==> src/verilog/seq_pkg.sv <==
// Sequencer package with drive states, table entry layout and counter widths
package seq_pkg;

    // ------------------------------------------------------------------------
    // Drive states
    // ------------------------------------------------------------------------
    localparam int STATE_W = 4;             // State field width in an entry

    typedef enum logic [STATE_W-1:0] {
        RST         = 4'd0,                 // Held while host configures
        WAIT        = 4'd1,
        BACK_BIAS   = 4'd2,
        FLUSH       = 4'd3,
        AED_DETECT  = 4'd4,
        EXPOSE_TIME = 4'd5,                 // Scaled length, host repeat
        READOUT     = 4'd6,                 // Gated by ROIC even/odd
        IDLE        = 4'd7                  // Fetch and start decision
    } state_e;

    // ------------------------------------------------------------------------
    // Table entry layout
    // ------------------------------------------------------------------------
    localparam int CMD_W     = 49;          // Full entry
    localparam int FLD_W     = 16;          // Stored length and repeat

    localparam int LEN_LSB   = 0;           // Length [15:0]
    localparam int RPT_LSB   = 16;          // Repeat [31:16]
    localparam int NXT_LSB   = 32;          // Link [39:32]
    localparam int STATE_LSB = 40;          // State [43:40]
    localparam int EOF_BIT   = 44;
    localparam int SOF_BIT   = 45;
    localparam int STV_BIT   = 46;          // STV mask, active high
    localparam int CSI_BIT   = 47;          // CSI mask
    localparam int PANEL_BIT = 48;          // Panel stable, blocks exit

    // ------------------------------------------------------------------------
    // Counter widths
    // ------------------------------------------------------------------------
    // Dwell counter holds a 16 bit length shifted for expose
    localparam int LEN_W        = 19;
    localparam int RPT_W        = 32;       // Matches expose_size_i
    localparam int EXPOSE_SHIFT = 3;        // x8

endpackage
==> src/verilog/seq_cmd_if.sv <==
// Decoded command entry, from the table to the FSM, timer and pointer
interface seq_cmd_if #(
    parameter int ADDR_W = 8
) ();
    import seq_pkg::*;

    state_e             state;              // Drive state of the entry
    logic [FLD_W-1:0]   length;             // Stored dwell length
    logic [FLD_W-1:0]   rpt;                // Stored repeat count
    logic [ADDR_W-1:0]  next_addr;          // Link to the next entry
    logic               sof;                // Start of frame
    logic               eof;                // End of frame
    logic               stv;
    logic               csi;
    logic               panel;              // Panel stable

    // Table side drives the fields
    modport tbl (
        output state, length, rpt, next_addr,
        output sof, eof, stv, csi, panel
    );

    // Consumers only read
    modport user (
        input  state, length, rpt, next_addr,
        input  sof, eof, stv, csi, panel
    );

endinterface

==> src/verilog/seq_state_fsm.sv <==
// Drive-state FSM, IDLE start decision, registered enables and panel flags
module seq_state_fsm (
    input  logic                clk,
    input  logic                fsm_rst,
    input  logic                config_done_i,      // Host owns the table
    input  logic                roic_even_odd_i,    // Readout may start
    input  logic                end_i,              // Dwell finished
    seq_cmd_if.user             cmd,
    output logic                load_o,             // Start strobe
    output logic                run_o,              // In a command state
    output seq_pkg::state_e     state_o,
    output logic                busy_o,
    output logic                readout_wait_o,
    output logic                wait_o,
    output logic                bias_o,
    output logic                flush_o,
    output logic                aed_o,
    output logic                expose_o,
    output logic                readout_o,
    output logic                stv_mask_o,
    output logic                csi_mask_o,
    output logic                panel_stable_o,
    output logic                sof_o,
    output logic                eof_o
);
    import seq_pkg::*;

    state_e state_q;
    state_e next_state;
    logic   stall;                              // Readout held off
    logic   stv_q, csi_q, panel_q, sof_q, eof_q;   // Flags of the loaded command

    assign stall   = (cmd.state == READOUT) && !roic_even_odd_i;
    assign run_o   = state_q inside {WAIT, BACK_BIAS, FLUSH, AED_DETECT,
                                     EXPOSE_TIME, READOUT};
    assign state_o = state_q;

    // ------------------------------------------------------------------------
    // State register
    // ------------------------------------------------------------------------
    always_ff @(posedge clk or posedge fsm_rst) begin
        if (fsm_rst) begin
            state_q <= RST;
        end else begin
            state_q <= next_state;
        end
    end

    // ------------------------------------------------------------------------
    // Next state and load strobe
    // ------------------------------------------------------------------------
    always_comb begin
        next_state = state_q;
        load_o     = 1'b0;
        if (config_done_i) begin
            next_state = RST;                   // Reconfig restarts the walk
        end else begin
            case (state_q)
                RST: next_state = IDLE;
                IDLE: begin
                    if (!stall) begin
                        load_o     = 1'b1;
                        next_state = cmd.state;
                    end
                end
                WAIT, BACK_BIAS, FLUSH, AED_DETECT, EXPOSE_TIME, READOUT: begin
                    if (end_i) begin
                        next_state = IDLE;
                    end
                end
                default: next_state = IDLE;     // Bad code from the table
            endcase
        end
    end

    // Command flags held for the whole dwell
    always_ff @(posedge clk) begin
        if (load_o) begin
            stv_q   <= cmd.stv;
            csi_q   <= cmd.csi;
            panel_q <= cmd.panel;
            sof_q   <= cmd.sof;
            eof_q   <= cmd.eof;
        end
    end

    // ------------------------------------------------------------------------
    // Registered outputs, one cycle behind state_o
    // ------------------------------------------------------------------------
    always_ff @(posedge clk or posedge fsm_rst) begin
        if (fsm_rst) begin
            {wait_o, bias_o, flush_o, aed_o, expose_o, readout_o} <= '0;
            {stv_mask_o, csi_mask_o, panel_stable_o, sof_o, eof_o} <= '0;
            busy_o         <= 1'b0;
            readout_wait_o <= 1'b0;
        end else begin
            wait_o         <= (state_q == WAIT);
            bias_o         <= (state_q == BACK_BIAS);
            flush_o        <= (state_q == FLUSH);
            aed_o          <= (state_q == AED_DETECT);
            expose_o       <= (state_q == EXPOSE_TIME);
            readout_o      <= (state_q == READOUT);
            busy_o         <= run_o;
            readout_wait_o <= (state_q == IDLE) && stall && !config_done_i;
            stv_mask_o     <= run_o && stv_q;   // Low between commands
            csi_mask_o     <= run_o && csi_q;
            panel_stable_o <= run_o && panel_q;
            sof_o          <= run_o && sof_q;
            eof_o          <= run_o && eof_q;
        end
    end

endmodule

==> src/flat_wrapper.sv <==
// flat-port wrapper written by rule: the top's interface ports become plain ports
module seq_state_fsm_flat import seq_pkg::*;
  (clk, fsm_rst, config_done_i, roic_even_odd_i, end_i, load_o, run_o, state_o, busy_o, readout_wait_o, wait_o, bias_o, flush_o, aed_o, expose_o, readout_o, stv_mask_o, csi_mask_o, panel_stable_o, sof_o, eof_o, cmd_state, cmd_length, cmd_rpt, cmd_next_addr, cmd_sof, cmd_eof, cmd_stv, cmd_csi, cmd_panel);
  seq_cmd_if cmd_i ();
  input  logic clk;
  input  logic fsm_rst;
  input  logic config_done_i;
  input  logic roic_even_odd_i;
  input  logic end_i;
  output logic load_o;
  output logic run_o;
  output seq_pkg::state_e state_o;
  output logic busy_o;
  output logic readout_wait_o;
  output logic wait_o;
  output logic bias_o;
  output logic flush_o;
  output logic aed_o;
  output logic expose_o;
  output logic readout_o;
  output logic stv_mask_o;
  output logic csi_mask_o;
  output logic panel_stable_o;
  output logic sof_o;
  output logic eof_o;
  input wire logic [$bits(cmd_i.state)-1:0] cmd_state;
  input wire logic [$bits(cmd_i.length)-1:0] cmd_length;
  input wire logic [$bits(cmd_i.rpt)-1:0] cmd_rpt;
  input wire logic [$bits(cmd_i.next_addr)-1:0] cmd_next_addr;
  input wire logic [$bits(cmd_i.sof)-1:0] cmd_sof;
  input wire logic [$bits(cmd_i.eof)-1:0] cmd_eof;
  input wire logic [$bits(cmd_i.stv)-1:0] cmd_stv;
  input wire logic [$bits(cmd_i.csi)-1:0] cmd_csi;
  input wire logic [$bits(cmd_i.panel)-1:0] cmd_panel;
  assign cmd_i.state = cmd_state;
  assign cmd_i.length = cmd_length;
  assign cmd_i.rpt = cmd_rpt;
  assign cmd_i.next_addr = cmd_next_addr;
  assign cmd_i.sof = cmd_sof;
  assign cmd_i.eof = cmd_eof;
  assign cmd_i.stv = cmd_stv;
  assign cmd_i.csi = cmd_csi;
  assign cmd_i.panel = cmd_panel;
  seq_state_fsm u_core (.clk(clk), .fsm_rst(fsm_rst), .config_done_i(config_done_i), .roic_even_odd_i(roic_even_odd_i), .end_i(end_i), .cmd(cmd_i), .load_o(load_o), .run_o(run_o), .state_o(state_o), .busy_o(busy_o), .readout_wait_o(readout_wait_o), .wait_o(wait_o), .bias_o(bias_o), .flush_o(flush_o), .aed_o(aed_o), .expose_o(expose_o), .readout_o(readout_o), .stv_mask_o(stv_mask_o), .csi_mask_o(csi_mask_o), .panel_stable_o(panel_stable_o), .sof_o(sof_o), .eof_o(eof_o));
endmodule
==> config.mk <==
export PLATFORM = sky130hd
export DESIGN_NAME = seq_state_fsm_flat
export DESIGN_NICKNAME = d
export VERILOG_FILES = /design/src/verilog/seq_pkg.sv /design/src/verilog/seq_cmd_if.sv /design/src/verilog/seq_state_fsm.sv /design/src/flat_wrapper.sv
export SDC_FILE = /design/constraint.sdc
export NUM_CORES = 1
export LEC_CHECK = 0
export BUFFER_PORTS_ARGS = -buffer_cell sky130_fd_sc_hd__buf_2
export CAP_MARGIN = 20
export CORE_MARGIN = 2
export CORE_UTILIZATION = 36
export DETAILED_ROUTE_END_ITERATION = 10
export GPL_TIMING_DRIVEN = 0
export PLACE_DENSITY = 0.78
export SYNTH_ARGS = -nofsm -noshare
export SYNTH_HDL_FRONTEND = slang
export SYNTH_SLANG_ARGS = --single-unit
==> constraint.sdc <==
create_clock -name clk -period 2.3 [get_ports clk]
set_clock_uncertainty 0.2 [all_clocks]
set_input_delay 0.115 -clock clk [delete_from_list [all_inputs] [get_ports clk]]
set_output_delay 0.115 -clock clk [all_outputs]
set_load 0.05 [all_outputs]
# After elaboration in Yosys (flattened, before gate mapping)
# Cells that the tools add are included.
# word_totals
reg_bits	22
latchBits	0
ram_bits	0
romBits	0
input_bits	54
output_inout_bits	19
wordCells	49
n_memories	0
# op_classes
add_sub_neg	0
mul	0
div_mod_pow	0
order_cmp	0
eq_ne	10
shift	0
muxes	7
n_bitwise	0
n_reduce_logical	13
# ops
op	count
4-bit by 3-bit == test with 1-bit output, second input constant	5
4-bit two-way mux	3
4-bit by 2-bit == test with 1-bit output, second input constant	2
1-bit logical AND	8
4-bit case mux with 2 select lines	1
3-bit != test, second input constant	2
6-bit nonzero test	1
6-bit OR reduction	1
4-bit by 1-bit == test with 1-bit output, second input constant	1
1-bit two-way mux	3
1-bit zero test	2
2-bit AND reduction	1

# Logic depth before layout (Yosys ltp)
# Gate-level depths: netlist of run 1.
# logic_depth
word_depth	5
depth_mapped	4
ltp_nobuf	3

# Worst setup path before layout of run 1
# No wires, ideal clock.
# synth_path
path_type	register -> register
start	register u_core.state_q[1], in the netlist u_core.state_o[1]
end	register u_core.csi_q, enable pin
setup_time_ns	0.426
arrival_ns	2.657
t_required_ns	1.674
setup_slack_ns	-0.983
path_stages_with_launch	4
n_path_buf	1
period_less_slack_ns	3.283
path_cell_list	dfrtp_1 buf_2 nand4b_1 nor3b_1
# synth_via
elab_chain_len	3
# synth_rtl
element	line	source
start: declaration	seq_state_fsm.sv:28	state_e state_q;
start signal: assignment	seq_state_fsm.sv:45	state_q <= next_state;
4-bit by 3-bit == test with 1-bit output	seq_state_fsm.sv:58	case (state_q)
1-bit two-way mux	seq_state_fsm.sv:58	
1-bit two-way mux	seq_state_fsm.sv:55	if (config_done_i) begin
via load_o	flat_wrapper.sv:10	output logic load_o;
end signal: assignment	seq_state_fsm.sv:80	csi_q <= cmd.csi;
end: declaration	seq_state_fsm.sv:31	logic stv_q, csi_q, panel_q, sof_q, eof_q;
# The timed path passes the listed nets, and every way through them passes these cells.
# A chain may end at the register's enable or synchronous reset.

# Worst setup path in the final report of run 1
# layout_path
start	input port cmd_state[3]
end	register u_core.readout_wait_o
# layout_via
elab_chain_len	4
# layout_rtl
element	line	source
start: declaration	flat_wrapper.sv:26	input wire logic [$bits(cmd_i.state)-1:0] cmd_state;
4-bit by 3-bit == test with 1-bit output	seq_state_fsm.sv:33	assign stall = (cmd.state == READOUT) && !roic_even_odd_i;
1-bit logical AND	seq_state_fsm.sv:33	
1-bit logical AND (2 in a row)	seq_state_fsm.sv:104	readout_wait_o <= (state_q == IDLE) && stall && !config_done_i;
end signal: assignment	seq_state_fsm.sv:104	
end: declaration	seq_state_fsm.sv:13	output logic readout_wait_o,
# Every way passes these cells.

==> summary.md, run 1 <==
| Metric | Value |
|---|---|
| Final critical path time including I/O delays and setup | `2.03 ns` |
| CTS HTree Levels | `1` |
| Number of distinct library cell variants in the gate-level netlist after synthesis | `16` |
| Antenna violations before repair | `0` |
| Ordered cell list for the critical path | `dlygate4sd3_1 > buf_2 > or4_4 > dlygate4sd3_1 > nor3_2` |
| Class of the tightest hold or removal check | `primary input to asynchronous set/reset pin` |
| Count of port buffers added during placement | `32` |
| Crit path top cell by count | `sky130_fd_sc_hd__dlygate4sd3_1` |
| Power share of the combinational group | `0.222` |
| DR pass1 iterations | `4` |
| Category of the worst setup path capture point | `register` |
| Relative max-transition margin | `0.610` |
| Core area | `2170 µm²` |
| Number of global-route vias before repair | `607` |
| CP Launch Type | `primary input` |
| Resized cells post-CTS | `0` |
| Clock input transition at the sequential cells of the worst setup and hold paths | `between 0.1 and 0.15 ns` |
| Detail Route Antenna Nets | `0` |
| Die Y | `just over 50 µm` |
| Setup repair after global routing missed its margin | `false` |
| Total Die Area | `2660 µm²` |
| Sum of overflow across all layers after global routing | `0` |
| Number of filler cells placed in the layout | `205` |
| Initial Util | `0.375` |
| Final Cycle Share | `0.885` |
| Max Buffers Root-to-Sink | `2` |
| Arrival time worst endpoint | `slightly above 2 ns` |
| Total non-filler cell area in the finished layout | `1250 µm²` |
| Total power draw | `around 920 µW` |
| Largest voltage drop on the vdd net | `between 0.4 and 0.5 mV` |
| Total power per unit cell area | `733 nW/µm²` |
| Global-route wire length before repair | `2.43 mm` |
| Cells after Synth | `63` |
| Row count | `17` |
| Clock root cell | `sky130_fd_sc_hd__clkbuf_4` |
| Largest fanout on the critical path | `3` |
| F_max | `0.491 GHz` |
| Maximum number of pins on one net before global-route repair | `18` |
| Highest-delay cell along the critical path | `sky130_fd_sc_hd__dlygate4sd3_1` |
| Measured slew at the worst slew-check pin | `about 0.6 ns` |
| Starting DRT DRC Count | `2` |
| Ratio of cells with drive above 1 in the final layout | `0.436` |
| TritonCTS clock tree | `built` |
| Total Wirelength | `~1.6 mm` |
| Detailed-route wire length per cell | `about 11 µm` |
| GPL Wtd Cong | `between 0.6 and 0.7` |
| Delay of the slowest critical-path stage | `0.59 ns` |
| Drt via density | `4.32` |
| Placed cells | `around 120` |
| Worst Setup Slack, final | `about 0.27 ns` |
| Number of buffers added by the clock tree synthesis step | `3` |
| Post-synthesis sequential area ratio | `0.707` |
| Yosys Warn Count | `0` |
| Critical Path RT | `2.33 ns` |
| Switching power total | `257 µW` |
| Post-placement worst setup slack | `around 0.31 ns` |
| Clock power share | `0.314` |
| Final Hold Viols | `0` |
| Layout net count | `172` |
| Design internal power | `662 µW` |
| Total half-perimeter wirelength after legalization and detailed placement | `985 µm` |
| N_diodes | `0` |
| Setup_tns | `0 ns` |
| Post-synth design cell area | `815 µm²` |
| Setup-failing EPs final | `0` |
| Number of vias after detailed routing | `627` |
| Final number of max-transition violations | `0` |
| Static leakage | `0.599 nW` |
| Post-detailed-placement cell area | `about 1000 µm²` |
| Post-detailed-route DRC marker count | `0` |
| Status | `complete, no violations` |
| Sink Count | `22` |
| Mapped Nets | `around 120` |
| Final Instance Count excl. Fillers | `145` |
| Maximum Capacitance Violations | `0` |
| Share of total power consumed by net switching | `0.279` |
| Area delta synth->final | `53.9%` |
| Avg Inst Size Synth | `12.9 µm²` |
| Clock latency on the worst-skew pair | `0.30 ns` |
| Critical setup path kind | `primary input to register` |
| Horizontal die dimension | `51.6 µm` |
| Power share of the sequential group | `0.464` |
| Synthesized flop and latch total | `22` |
| I/O pins | `between 70 and 80` |
| Overall global routing resource usage | `0.129` |
## per-stage QoR
step / util / hold slack (ns)
after floorplan: - / -0.159
after global placement: 0.473 / 0.00777
after detailed placement: 0.473 / 0.0125
after CTS: 0.574 / 0.224
after global routing: 0.578 / 0.241
final: 0.578 / 0.197
## kinds of logic after synthesis
family                 count (synthesis)  synth area share
AND/OR/NAND/NOR                       35             0.249
buffers and inverters                  5            0.0292
flip-flops                            22             0.707
AO/OA/AOI/OAI                          1            0.0154
## timing repair
item / CTS / global route
pin swaps: 1 / 0
hold buffers: 16 / 0
setup buffers: 1 / 1
endpoints found under the setup margin: 1 / 1
endpoints found under the hold margin: 27 / 0
## routing by layer
layer,part of all wire,wire [µm],global-route usage
met2,0.52,806,0.239
met5,0,0,0
met4,0.016,25,0.0789
met1,0.38,592,0.126
met3,0.082,127,0.0345
## registers in the layout (all words and copies together) (netlist names)
| register | flops |
|---|---|
| u_core.stv_mask_o | 1 |
| u_core.readout_o | 1 |
| u_core.flush_o | 1 |
| u_core.wait_o | 1 |
| u_core.bias_o | 1 |
| u_core.expose_o | 1 |
| u_core.busy_o | 1 |
| u_core.sof_q | 1 |
| u_core.eof_o | 1 |
| u_core.csi_q | 1 |
| u_core.sof_o | 1 |
| u_core.panel_q | 1 |
| u_core.state_o | 4 |
| u_core.panel_stable_o | 1 |
| u_core.stv_q | 1 |
| u_core.csi_mask_o | 1 |
| u_core.readout_wait_o | 1 |
| u_core.eof_q | 1 |
| u_core.aed_o | 1 |
## power by group through the flow
stage               sequential (mW)  clock (mW)  combinational (mW)
floorplan                     0.513           0              0.0574
finish                        0.427       0.288               0.204
global route                  0.430       0.312               0.216
CTS                           0.427       0.292               0.203
global placement              0.435           0               0.178
detailed placement            0.435           0               0.181
## Yosys cell counts
| master | instances | area (µm²) |
|---|---|---|
| sky130_fd_sc_hd__nor4_1 | 3 | 18.8 |
| sky130_fd_sc_hd__inv_1 | 1 | 3.75 |
| sky130_fd_sc_hd__buf_2 | 4 | 20.0 |
| sky130_fd_sc_hd__a211oi_2 | 1 | 12.5 |
| sky130_fd_sc_hd__edfxtp_1 | 5 | 150 |
| sky130_fd_sc_hd__nand4b_1 | 1 | 8.76 |
| sky130_fd_sc_hd__nand2_1 | 2 | 7.51 |
| sky130_fd_sc_hd__nor3_2 | 2 | 20.0 |
| sky130_fd_sc_hd__nand2b_1 | 3 | 18.8 |
| sky130_fd_sc_hd__and3_1 | 1 | 6.26 |
| sky130_fd_sc_hd__dfrtp_1 | 17 | 425 |
| sky130_fd_sc_hd__nor2_1 | 8 | 30.0 |
| sky130_fd_sc_hd__and2_1 | 5 | 31.3 |
| sky130_fd_sc_hd__or4_4 | 1 | 11.3 |
| sky130_fd_sc_hd__nor3b_1 | 2 | 15.0 |
| sky130_fd_sc_hd__nor3_1 | 7 | 35.0 |
## cells in the final DEF, fill, tap and decap left out, types with 3 or more instances in the layout
cell	n
sky130_fd_sc_hd__buf_2	36
sky130_fd_sc_hd__nor3_1	7
sky130_fd_sc_hd__and2_1	5
sky130_fd_sc_hd__nand2b_1	3
sky130_fd_sc_hd__dfrtp_1	13
sky130_fd_sc_hd__nor4_1	3
sky130_fd_sc_hd__edfxtp_1	5
sky130_fd_sc_hd__clkbuf_4	3
sky130_fd_sc_hd__nor2_1	8
sky130_fd_sc_hd__dlygate4sd3_1	16
sky130_fd_sc_hd__dfrtp_2	4
## path summary, 6_finish.rpt
check | from | to | slack, ns | depth (start not counted)
max in group asynchronous | fsm_rst | u_core.state_o[0] | 1.29 | 3
worst max-delay path | cmd_state[3] | u_core.readout_wait_o | 0.27 | 5
worst min register to register | u_core.csi_q | u_core.csi_mask_o | 0.26 | 1
worst max register to register | u_core.state_o[3] | u_core.state_o[0] | 0.27 | 6
worst min-delay path | fsm_rst | u_core.eof_o | 0.20 | 3
min in group clk | u_core.csi_q | u_core.csi_mask_o | 0.26 | 1
## worst max-delay path, delay by kind of cell
family                 cells  cell delay (ns)
buffers and inverters      3             1.26
and+or+nand+nor            2             0.69
## final cells by class
type                            instances  area [µm²]  area share
Buffer                                  4        20.0      0.0160
Clock buffer                            3        22.5      0.0180
Clock inverter                          1        30.0      0.0240
Inverter                                1        3.75     0.00299
Multi-Input combinational cell         36         226       0.181
Sequential cell                        22         581       0.463
Tap cell                               28        35.0      0.0279
Timing Repair Buffer                   50         335       0.267
No activity file was read; power rests on OpenSTA's default activity.
==> inputs of run 2 (changes only) <==
--- a/config.mk
+++ b/config.mk
@@ -6,12 +6,12 @@
 export NUM_CORES = 1
 export LEC_CHECK = 0
 export BUFFER_PORTS_ARGS = -buffer_cell sky130_fd_sc_hd__buf_2
-export CAP_MARGIN = 20
 export CORE_MARGIN = 2
 export CORE_UTILIZATION = 36
 export DETAILED_ROUTE_END_ITERATION = 10
 export GPL_TIMING_DRIVEN = 0
 export PLACE_DENSITY = 0.78
+export REMOVE_ABC_BUFFERS = 1
 export SYNTH_ARGS = -nofsm -noshare
 export SYNTH_HDL_FRONTEND = slang
 export SYNTH_SLANG_ARGS = --single-unit
==> run 2 against run 1 <==
Register-to-register slack lost 0.09 ns; clock-buffer cell count is the same; total power shrank 14%; critical path type is now register to output pin; clock power shrank 43%; non-clock buffer count shrank 5; worst setup slack lost 0.13 ns; via count shrank 3.0%; combinational power shrank 8%; critical path depth shrank 1.
==> summary.md, run 2 (synthesized netlist as in run 1, its figures left out) <==
| Metric | Value |
|---|---|
| Setup repair after global routing missed its margin | `false` |
| Final number of max-transition violations | `0 (unchanged)` |
| Total half-perimeter wirelength after legalization and detailed placement | `973 µm (-1.2%)` |
| TritonCTS clock tree | `built` |
| Layout net count | `167 (-2.9%)` |
| Core area | `2170 µm² (unchanged)` |
| Ordered cell list for the critical path | `nand4b_1 > buf_4 > nor3b_4 > buf_2` |
| I/O pins | `73 (unchanged)` |
| Critical setup path kind | `register to output pin` |
| Placed cells | `119 (-3.3%)` |
| Critical Path RT | `1.99 ns (-0.34 ns)` |
| Most common cell after layout, fill and taps aside | `sky130_fd_sc_hd__buf_2` |
| Post-detailed-route DRC marker count | `0 (unchanged)` |
| Sink Count | `22 (unchanged)` |
| Number of buffer and inverter stages on the critical path | `2 (-1)` |
| Detail Route Antenna Nets | `0 (unchanged)` |
| Status | `complete, no violations` |
| Final Instance Count excl. Fillers | `140 (-3.4%)` |
| Setup_tns | `0 ns (unchanged)` |
| Detailed-route wire length per cell | `9.99 µm (-6.6%)` |
| Arrival time worst endpoint | `1.85 ns (-0.22 ns)` |
| Starting DRT DRC Count | `4 (+2)` |
| Relative max-transition margin | `0.611 (+0.00105)` |
| Maximum Capacitance Violations | `0 (unchanged)` |
| Clock input transition at the sequential cells of the worst setup and hold paths | `0.11 ns (about the same)` |
| Static leakage | `0.567 nW (-5.3%)` |
| F_max | `0.462 GHz (-6.0%)` |
| Number of vias after detailed routing | `608 (-3.0%)` |
| Largest fanout on the critical path | `10 (+7)` |
| Global-route wire length before repair | `2.21 mm (-9.1%)` |
| Ratio of cells with drive above 1 in the final layout | `0.375 (-0.0609)` |
| Final Cycle Share | `0.941 (+0.0562)` |
| Antenna violations before repair | `0 (unchanged)` |
| N_diodes | `0 (unchanged)` |
| GPL Wtd Cong | `0.711 (+6.2%)` |
| Overall global routing resource usage | `0.115 (-0.0141)` |
| Horizontal die dimension | `51.6 µm (unchanged)` |
| Die Y | `51.6 µm (unchanged)` |
| Final cell utilization of the core | `0.550 (-0.0283)` |
| Delay of the slowest critical-path stage | `0.50 ns (-0.09 ns)` |
| Max reg flops | `4 (unchanged)` |
| DR pass1 iterations | `4 (unchanged)` |
| Count of port buffers added during placement | `32 (unchanged)` |
| Final Hold Viols | `0 (unchanged)` |
| Commonest non-fill, non-tap cells in the layout | `32 x sky130_fd_sc_hd__buf_2, 17 x sky130_fd_sc_hd__dfrtp_1, 15 x sky130_fd_sc_hd__dlygate4sd3_1` |
| Measured slew at the worst slew-check pin | `0.583 ns (-0.00157 ns)` |
| CTS HTree Levels | `1 (unchanged)` |
| Highest-delay cell along the critical path | `sky130_fd_sc_hd__dfrtp_1` |
| Drt via density | `4.34 (+0.43%)` |
| CP Launch Type | `register` |
| Class of the tightest hold or removal check | `primary input to register` |
| Clock root cell | `sky130_fd_sc_hd__clkbuf_4` |
| Initial Util | `0.375 (unchanged)` |
| Clock latency on the worst-skew pair | `0.29 ns (about the same)` |
| Worst hold slack | `0.0309 ns (-0.166 ns)` |
| Total power per unit cell area | `661 nW/µm² (-9.8%)` |
| Number of global-route vias before repair | `565 (-6.9%)` |
| Setup-failing EPs final | `0 (unchanged)` |
| Max Buffers Root-to-Sink | `2 (unchanged)` |
| Row count | `17 (unchanged)` |
| Total Die Area | `2660 µm² (unchanged)` |
| Area delta synth->final | `46.4%` |
| Total Wirelength | `1.40 mm (-9.9%)` |
| Total power draw | `788 µW (-14%)` |
| Maximum number of pins on one net before global-route repair | `18 (unchanged)` |
| Largest voltage drop on the vdd net | `0.279 mV (-31%)` |
| Sum of overflow across all layers after global routing | `0 (unchanged)` |
| Final critical path time including I/O delays and setup | `2.16 ns (+0.129 ns)` |
| Category of the worst setup path capture point | `output pin` |
| Number of buffers added by the clock tree synthesis step | `3 (unchanged)` |
| Category of cells accounting for the largest share of critical-path delay | `simple AND/OR/NAND/NOR gates` |
[run 2: changes by cell type in the layout (fill, tap and decap cells not counted)]
cell,delta
sky130_fd_sc_hd__dlygate4sd3_1,-1
sky130_fd_sc_hd__dfrtp_2,-4
sky130_fd_sc_hd__dfrtp_1,+4
sky130_fd_sc_hd__bufinv_16,-1
sky130_fd_sc_hd__buf_2,-4
sky130_fd_sc_hd__clkinv_1,+1
[run 2: area by class of cell]
type	count	area, µm²
Fill cell	215	977
Inverter	1	3.75
Timing Repair Buffer	49	325
Clock inverter	1	3.75
Multi-Input combinational cell	36	226
Tap cell	28	35.0
Clock buffer	3	22.5
Sequential cell	22	576
[run 2: path summary, 6_finish.rpt]
| path | to | slack [ns] | cells past startpoint | startpoint |
|---|---|---|---|---|
| max reg2reg | u_core.state_o[0] | 0.18 | 6 | u_core.state_o[3] |
| min | u_core.state_o[2] | 0.03 | 3 | end_i |
| max in group asynchronous | u_core.eof_o | 1.31 | 3 | fsm_rst |
| min reg2reg | u_core.csi_mask_o | 0.26 | 1 | u_core.csi_q |
| min in group asynchronous | u_core.busy_o | 0.22 | 3 | fsm_rst |
| max | load_o | 0.14 | 4 | u_core.state_o[3] |
[run 2: where the power goes]
part	switching, mW	internal [mW]
Combinational	0.128	0.0589
Clock	0.101	0.0630
Sequential	0.0165	0.421
Total	0.245	0.543
[run 2: metal layers]
metal	GRT usage	wire length, µm
met5	0	0
met4	0.0921	35
met3	0.0201	79
met2	0.186	724
met1	0.134	559
[run 2: worst min-delay path, delay by kind of cell]
kind | cells | cell delay [ns]
and+or+nand+nor | 2 | 0.25
buffers and inverters | 1 | 0.10
[run 2: stage by stage]
step                      area [µm²]  worst slack, ns
after floorplan                  795           -0.986
after global placement           990           0.0627
after detailed placement         990           0.0176
after CTS                       1180           0.0144
after global routing            1190           0.0120
final                           1190            0.136
[run 2: what timing repair did]
action                                  CTS  global route
cloned                                    0             0
setup buffers                             0             2
hold buffers                             15             0
endpoints found under the setup margin    1             1
resized for setup                         2             0
pin swaps                                 0             1
endpoints found under the hold margin    27             0
==> inputs of run 3 (changes only) <==
--- a/config.mk
+++ b/config.mk
@@ -7,10 +7,10 @@
 export LEC_CHECK = 0
 export BUFFER_PORTS_ARGS = -buffer_cell sky130_fd_sc_hd__buf_2
 export CORE_MARGIN = 2
-export CORE_UTILIZATION = 36
+export CORE_UTILIZATION = 35
 export DETAILED_ROUTE_END_ITERATION = 10
 export GPL_TIMING_DRIVEN = 0
-export PLACE_DENSITY = 0.78
+export PLACE_DENSITY = 0.76
 export REMOVE_ABC_BUFFERS = 1
 export SYNTH_ARGS = -nofsm -noshare
 export SYNTH_HDL_FRONTEND = slang
==> run 3 against run 2 <==
Via count grew 3.6%; worst setup slack better by 0.059 ns; sequential power about the same; non-clock buffer count stayed put; first-iteration DRC count grew 25%; core utilization increased by 0.24 points; flip-flop and latch count stayed put; combinational power about the same.
==> summary.md, run 3 (synthesized netlist as in run 1, its figures left out) <==
| Metric | Value |
|---|---|
| Arrival time worst endpoint | `1.79 ns (-0.06 ns)` |
| Clock latency on the worst-skew pair | `0.30 ns (about the same)` |
| Storage cell area | `576 µm² (unchanged)` |
| Category of the worst setup path capture point | `output pin` |
| Delay of the slowest critical-path stage | `0.57 ns (+0.07 ns)` |
| Highest-delay cell along the critical path | `sky130_fd_sc_hd__dfrtp_1` |
| Layout net count | `167 (unchanged)` |
| Final Cycle Share | `0.915 (-0.0255)` |
| Critical setup path kind | `register to output pin` |
| Starting DRT DRC Count | `5 (+1)` |
| Global-route wire length before repair | `2.46 mm (+12%)` |
| Post-detailed-route DRC marker count | `0 (unchanged)` |
| Category of cells accounting for the largest share of critical-path delay | `simple AND/OR/NAND/NOR gates` |
| I/O pins | `73 (unchanged)` |
| F_max | `0.475 GHz (+2.8%)` |
| Clock root cell | `sky130_fd_sc_hd__clkbuf_4` |
| Antenna violations before repair | `0 (unchanged)` |
| Commonest non-fill, non-tap cells in the layout | `32 x sky130_fd_sc_hd__buf_2, 17 x sky130_fd_sc_hd__dfrtp_1, 16 x sky130_fd_sc_hd__dlygate4sd3_1` |
| Core area | `2210 µm² (+2.0%)` |
| Horizontal die dimension | `52.2 µm (+1.3%)` |
| Number of vias after detailed routing | `630 (+3.6%)` |
| Count of port buffers added during placement | `32 (unchanged)` |
| Static leakage | `0.579 nW (+2.1%)` |
| Max Buffers Root-to-Sink | `2 (unchanged)` |
| Setup repair after global routing missed its margin | `false` |
| Detail Route Antenna Nets | `0 (unchanged)` |
| TritonCTS clock tree | `built` |
| Relative max-transition margin | `0.596 (-0.0145)` |
| Class of the tightest hold or removal check | `primary input to asynchronous set/reset pin` |
| Endpoint of the worst-slack reg-to-reg timing path | `u_core.state_o[1]` |
| Clock input transition at the sequential cells of the worst setup and hold paths | `0.12 ns (about the same)` |
| DR pass1 iterations | `4 (unchanged)` |
| CP Launch Type | `register` |
| Final critical path time including I/O delays and setup | `2.11 ns (-0.0587 ns)` |
| Row count | `17 (unchanged)` |
| Worst hold slack | `0.215 ns (+0.184 ns)` |
| Total half-perimeter wirelength after legalization and detailed placement | `1.05 mm (+7.4%)` |
| Number of global-route vias before repair | `562 (-0.53%)` |
| Setup-failing EPs final | `0 (unchanged)` |
| Total power per unit cell area | `744 nW/µm² (+13%)` |
| Area delta synth->final | `49.9%` |
| Number of buffers added by the clock tree synthesis step | `3 (unchanged)` |
| Maximum number of pins on one net before global-route repair | `18 (unchanged)` |
| Overall global routing resource usage | `0.129 (+0.0136)` |
| Sum of overflow across all layers after global routing | `0 (unchanged)` |
| Measured slew at the worst slew-check pin | `0.605 ns (+0.0217 ns)` |
| N_diodes | `0 (unchanged)` |
| Slack of the worst reg-to-reg path | `0.28 ns (+0.10 ns)` |
| Status | `complete, no violations` |
| Sink Count | `22 (unchanged)` |
| Largest fanout on the critical path | `11 (+1)` |
| Final Hold Viols | `0 (unchanged)` |
| Critical Path RT | `1.99 ns (about the same)` |
| Total Die Area | `2730 µm² (+2.6%)` |
| Ratio of cells with drive above 1 in the final layout | `0.375 (unchanged)` |
| CTS HTree Levels | `1 (unchanged)` |
| Drt via density | `4.50 (+3.6%)` |
| Maximum Capacitance Violations | `0 (unchanged)` |
| Detailed-route wire length per cell | `11.4 µm (+14%)` |
| Ordered cell list for the critical path | `nand4b_1 > nor3b_4 > buf_2` |
| Largest voltage drop on the vdd net | `0.513 mV (+84%)` |
| GPL Wtd Cong | `0.671 (-5.7%)` |
| Max reg flops | `4 (unchanged)` |
| Final number of max-transition violations | `0 (unchanged)` |
| Number of filler cells placed in the layout | `204 (-5.1%)` |
| Setup_tns | `0 ns (unchanged)` |
| R2R depth | `5 (-1)` |
| Initial Util | `0.368 (-0.00722)` |
| Critical R2R Launch | `u_core.state_o[2]` |
| Die Y | `52.2 µm (+1.3%)` |
| Number of buffer and inverter stages on the critical path | `1 (-1)` |
| Most common cell after layout, fill and taps aside | `sky130_fd_sc_hd__buf_2` |
| Total Wirelength | `1.60 mm (+14%)` |
| Multi-input gate area in the final layout | `226 µm² (unchanged)` |
run 3: cell types whose count changed in the layout (fill, tap and decap cells not counted):
| cell | before | now |
|---|---|---|
| sky130_fd_sc_hd__buf_4 | 2 | 1 |
| sky130_fd_sc_hd__bufinv_16 | 0 | 1 |
| sky130_fd_sc_hd__clkinv_1 | 1 | 0 |
| sky130_fd_sc_hd__dlygate4sd3_1 | 15 | 16 |
run 3: timing repair:
item                                    in CTS  in global routing
hold buffers                                16                  0
gates resized for setup                      2                  0
buffers inserted                             0                  1
endpoints found under the hold margin       27                  0
endpoints found under the setup margin       1                  1
run 3: worst max path at each step:
stage | start | to | slack [ns] | cells after the start
after floorplan | u_core.state_o[2] | u_core.csi_q | -0.99 | 2
after global placement | u_core.state_o[3] | load_o | 0.08 | 3
after detailed placement | u_core.state_o[3] | load_o | 0.04 | 3
after CTS | u_core.state_o[3] | load_o | 0.004 | 3
after global routing | u_core.state_o[3] | load_o | 0.07 | 3
final | u_core.state_o[2] | load_o | 0.19 | 3
run 3: worst reg2reg max path: cells and delay by family (launching register included):
kind | cells | cell delay, ns
buffers and inverters | 2 | 0.77
DFF | 1 | 0.57
and+or+nand+nor | 3 | 0.39
run 3: cell type report:
class / instances / share of cell area
clock buffers: 3 / 0.0184
inverters: 1 / 0.00307
multi-input cells: 36 / 0.185
clock inverters: 1 / 0.0246
flip-flops and latches: 22 / 0.471
repair buffers: 49 / 0.268
well taps: 28 / 0.0287
run 3: through the flow:
step | cells | total power [mW] | area (µm²) | worst slack [ns] | util
2_1_floorplan | 59 | 0.564 | 795 | -0.986 | -
3_3_place_gp | 119 | 0.607 | 990 | 0.0811 | 0.447
3_5_place_dp | 119 | 0.611 | 990 | 0.0371 | 0.447
4_1_cts | 139 | 0.912 | 1210 | 0.00364 | 0.549
5_1_grt | 140 | 0.945 | 1220 | 0.0681 | 0.552
6_report | 140 | 0.908 | 1220 | 0.195 | 0.552
run 3: power breakdown:
part	switching (mW)	internal, mW	total (mW)
clock network	0.108	0.176	0.284
registers	0.0175	0.421	0.438
logic	0.128	0.0580	0.186
run 3: metal layers:
layer | global-route usage | wire length, µm | vias up
li1 | - | - | 312
met1 | 0.131 | 615 | 284
met4 | 0.0513 | 12 | 0
met5 | 0 | 0 | -
met3 | 0.0286 | 128 | 2
met2 | 0.249 | 843 | 32
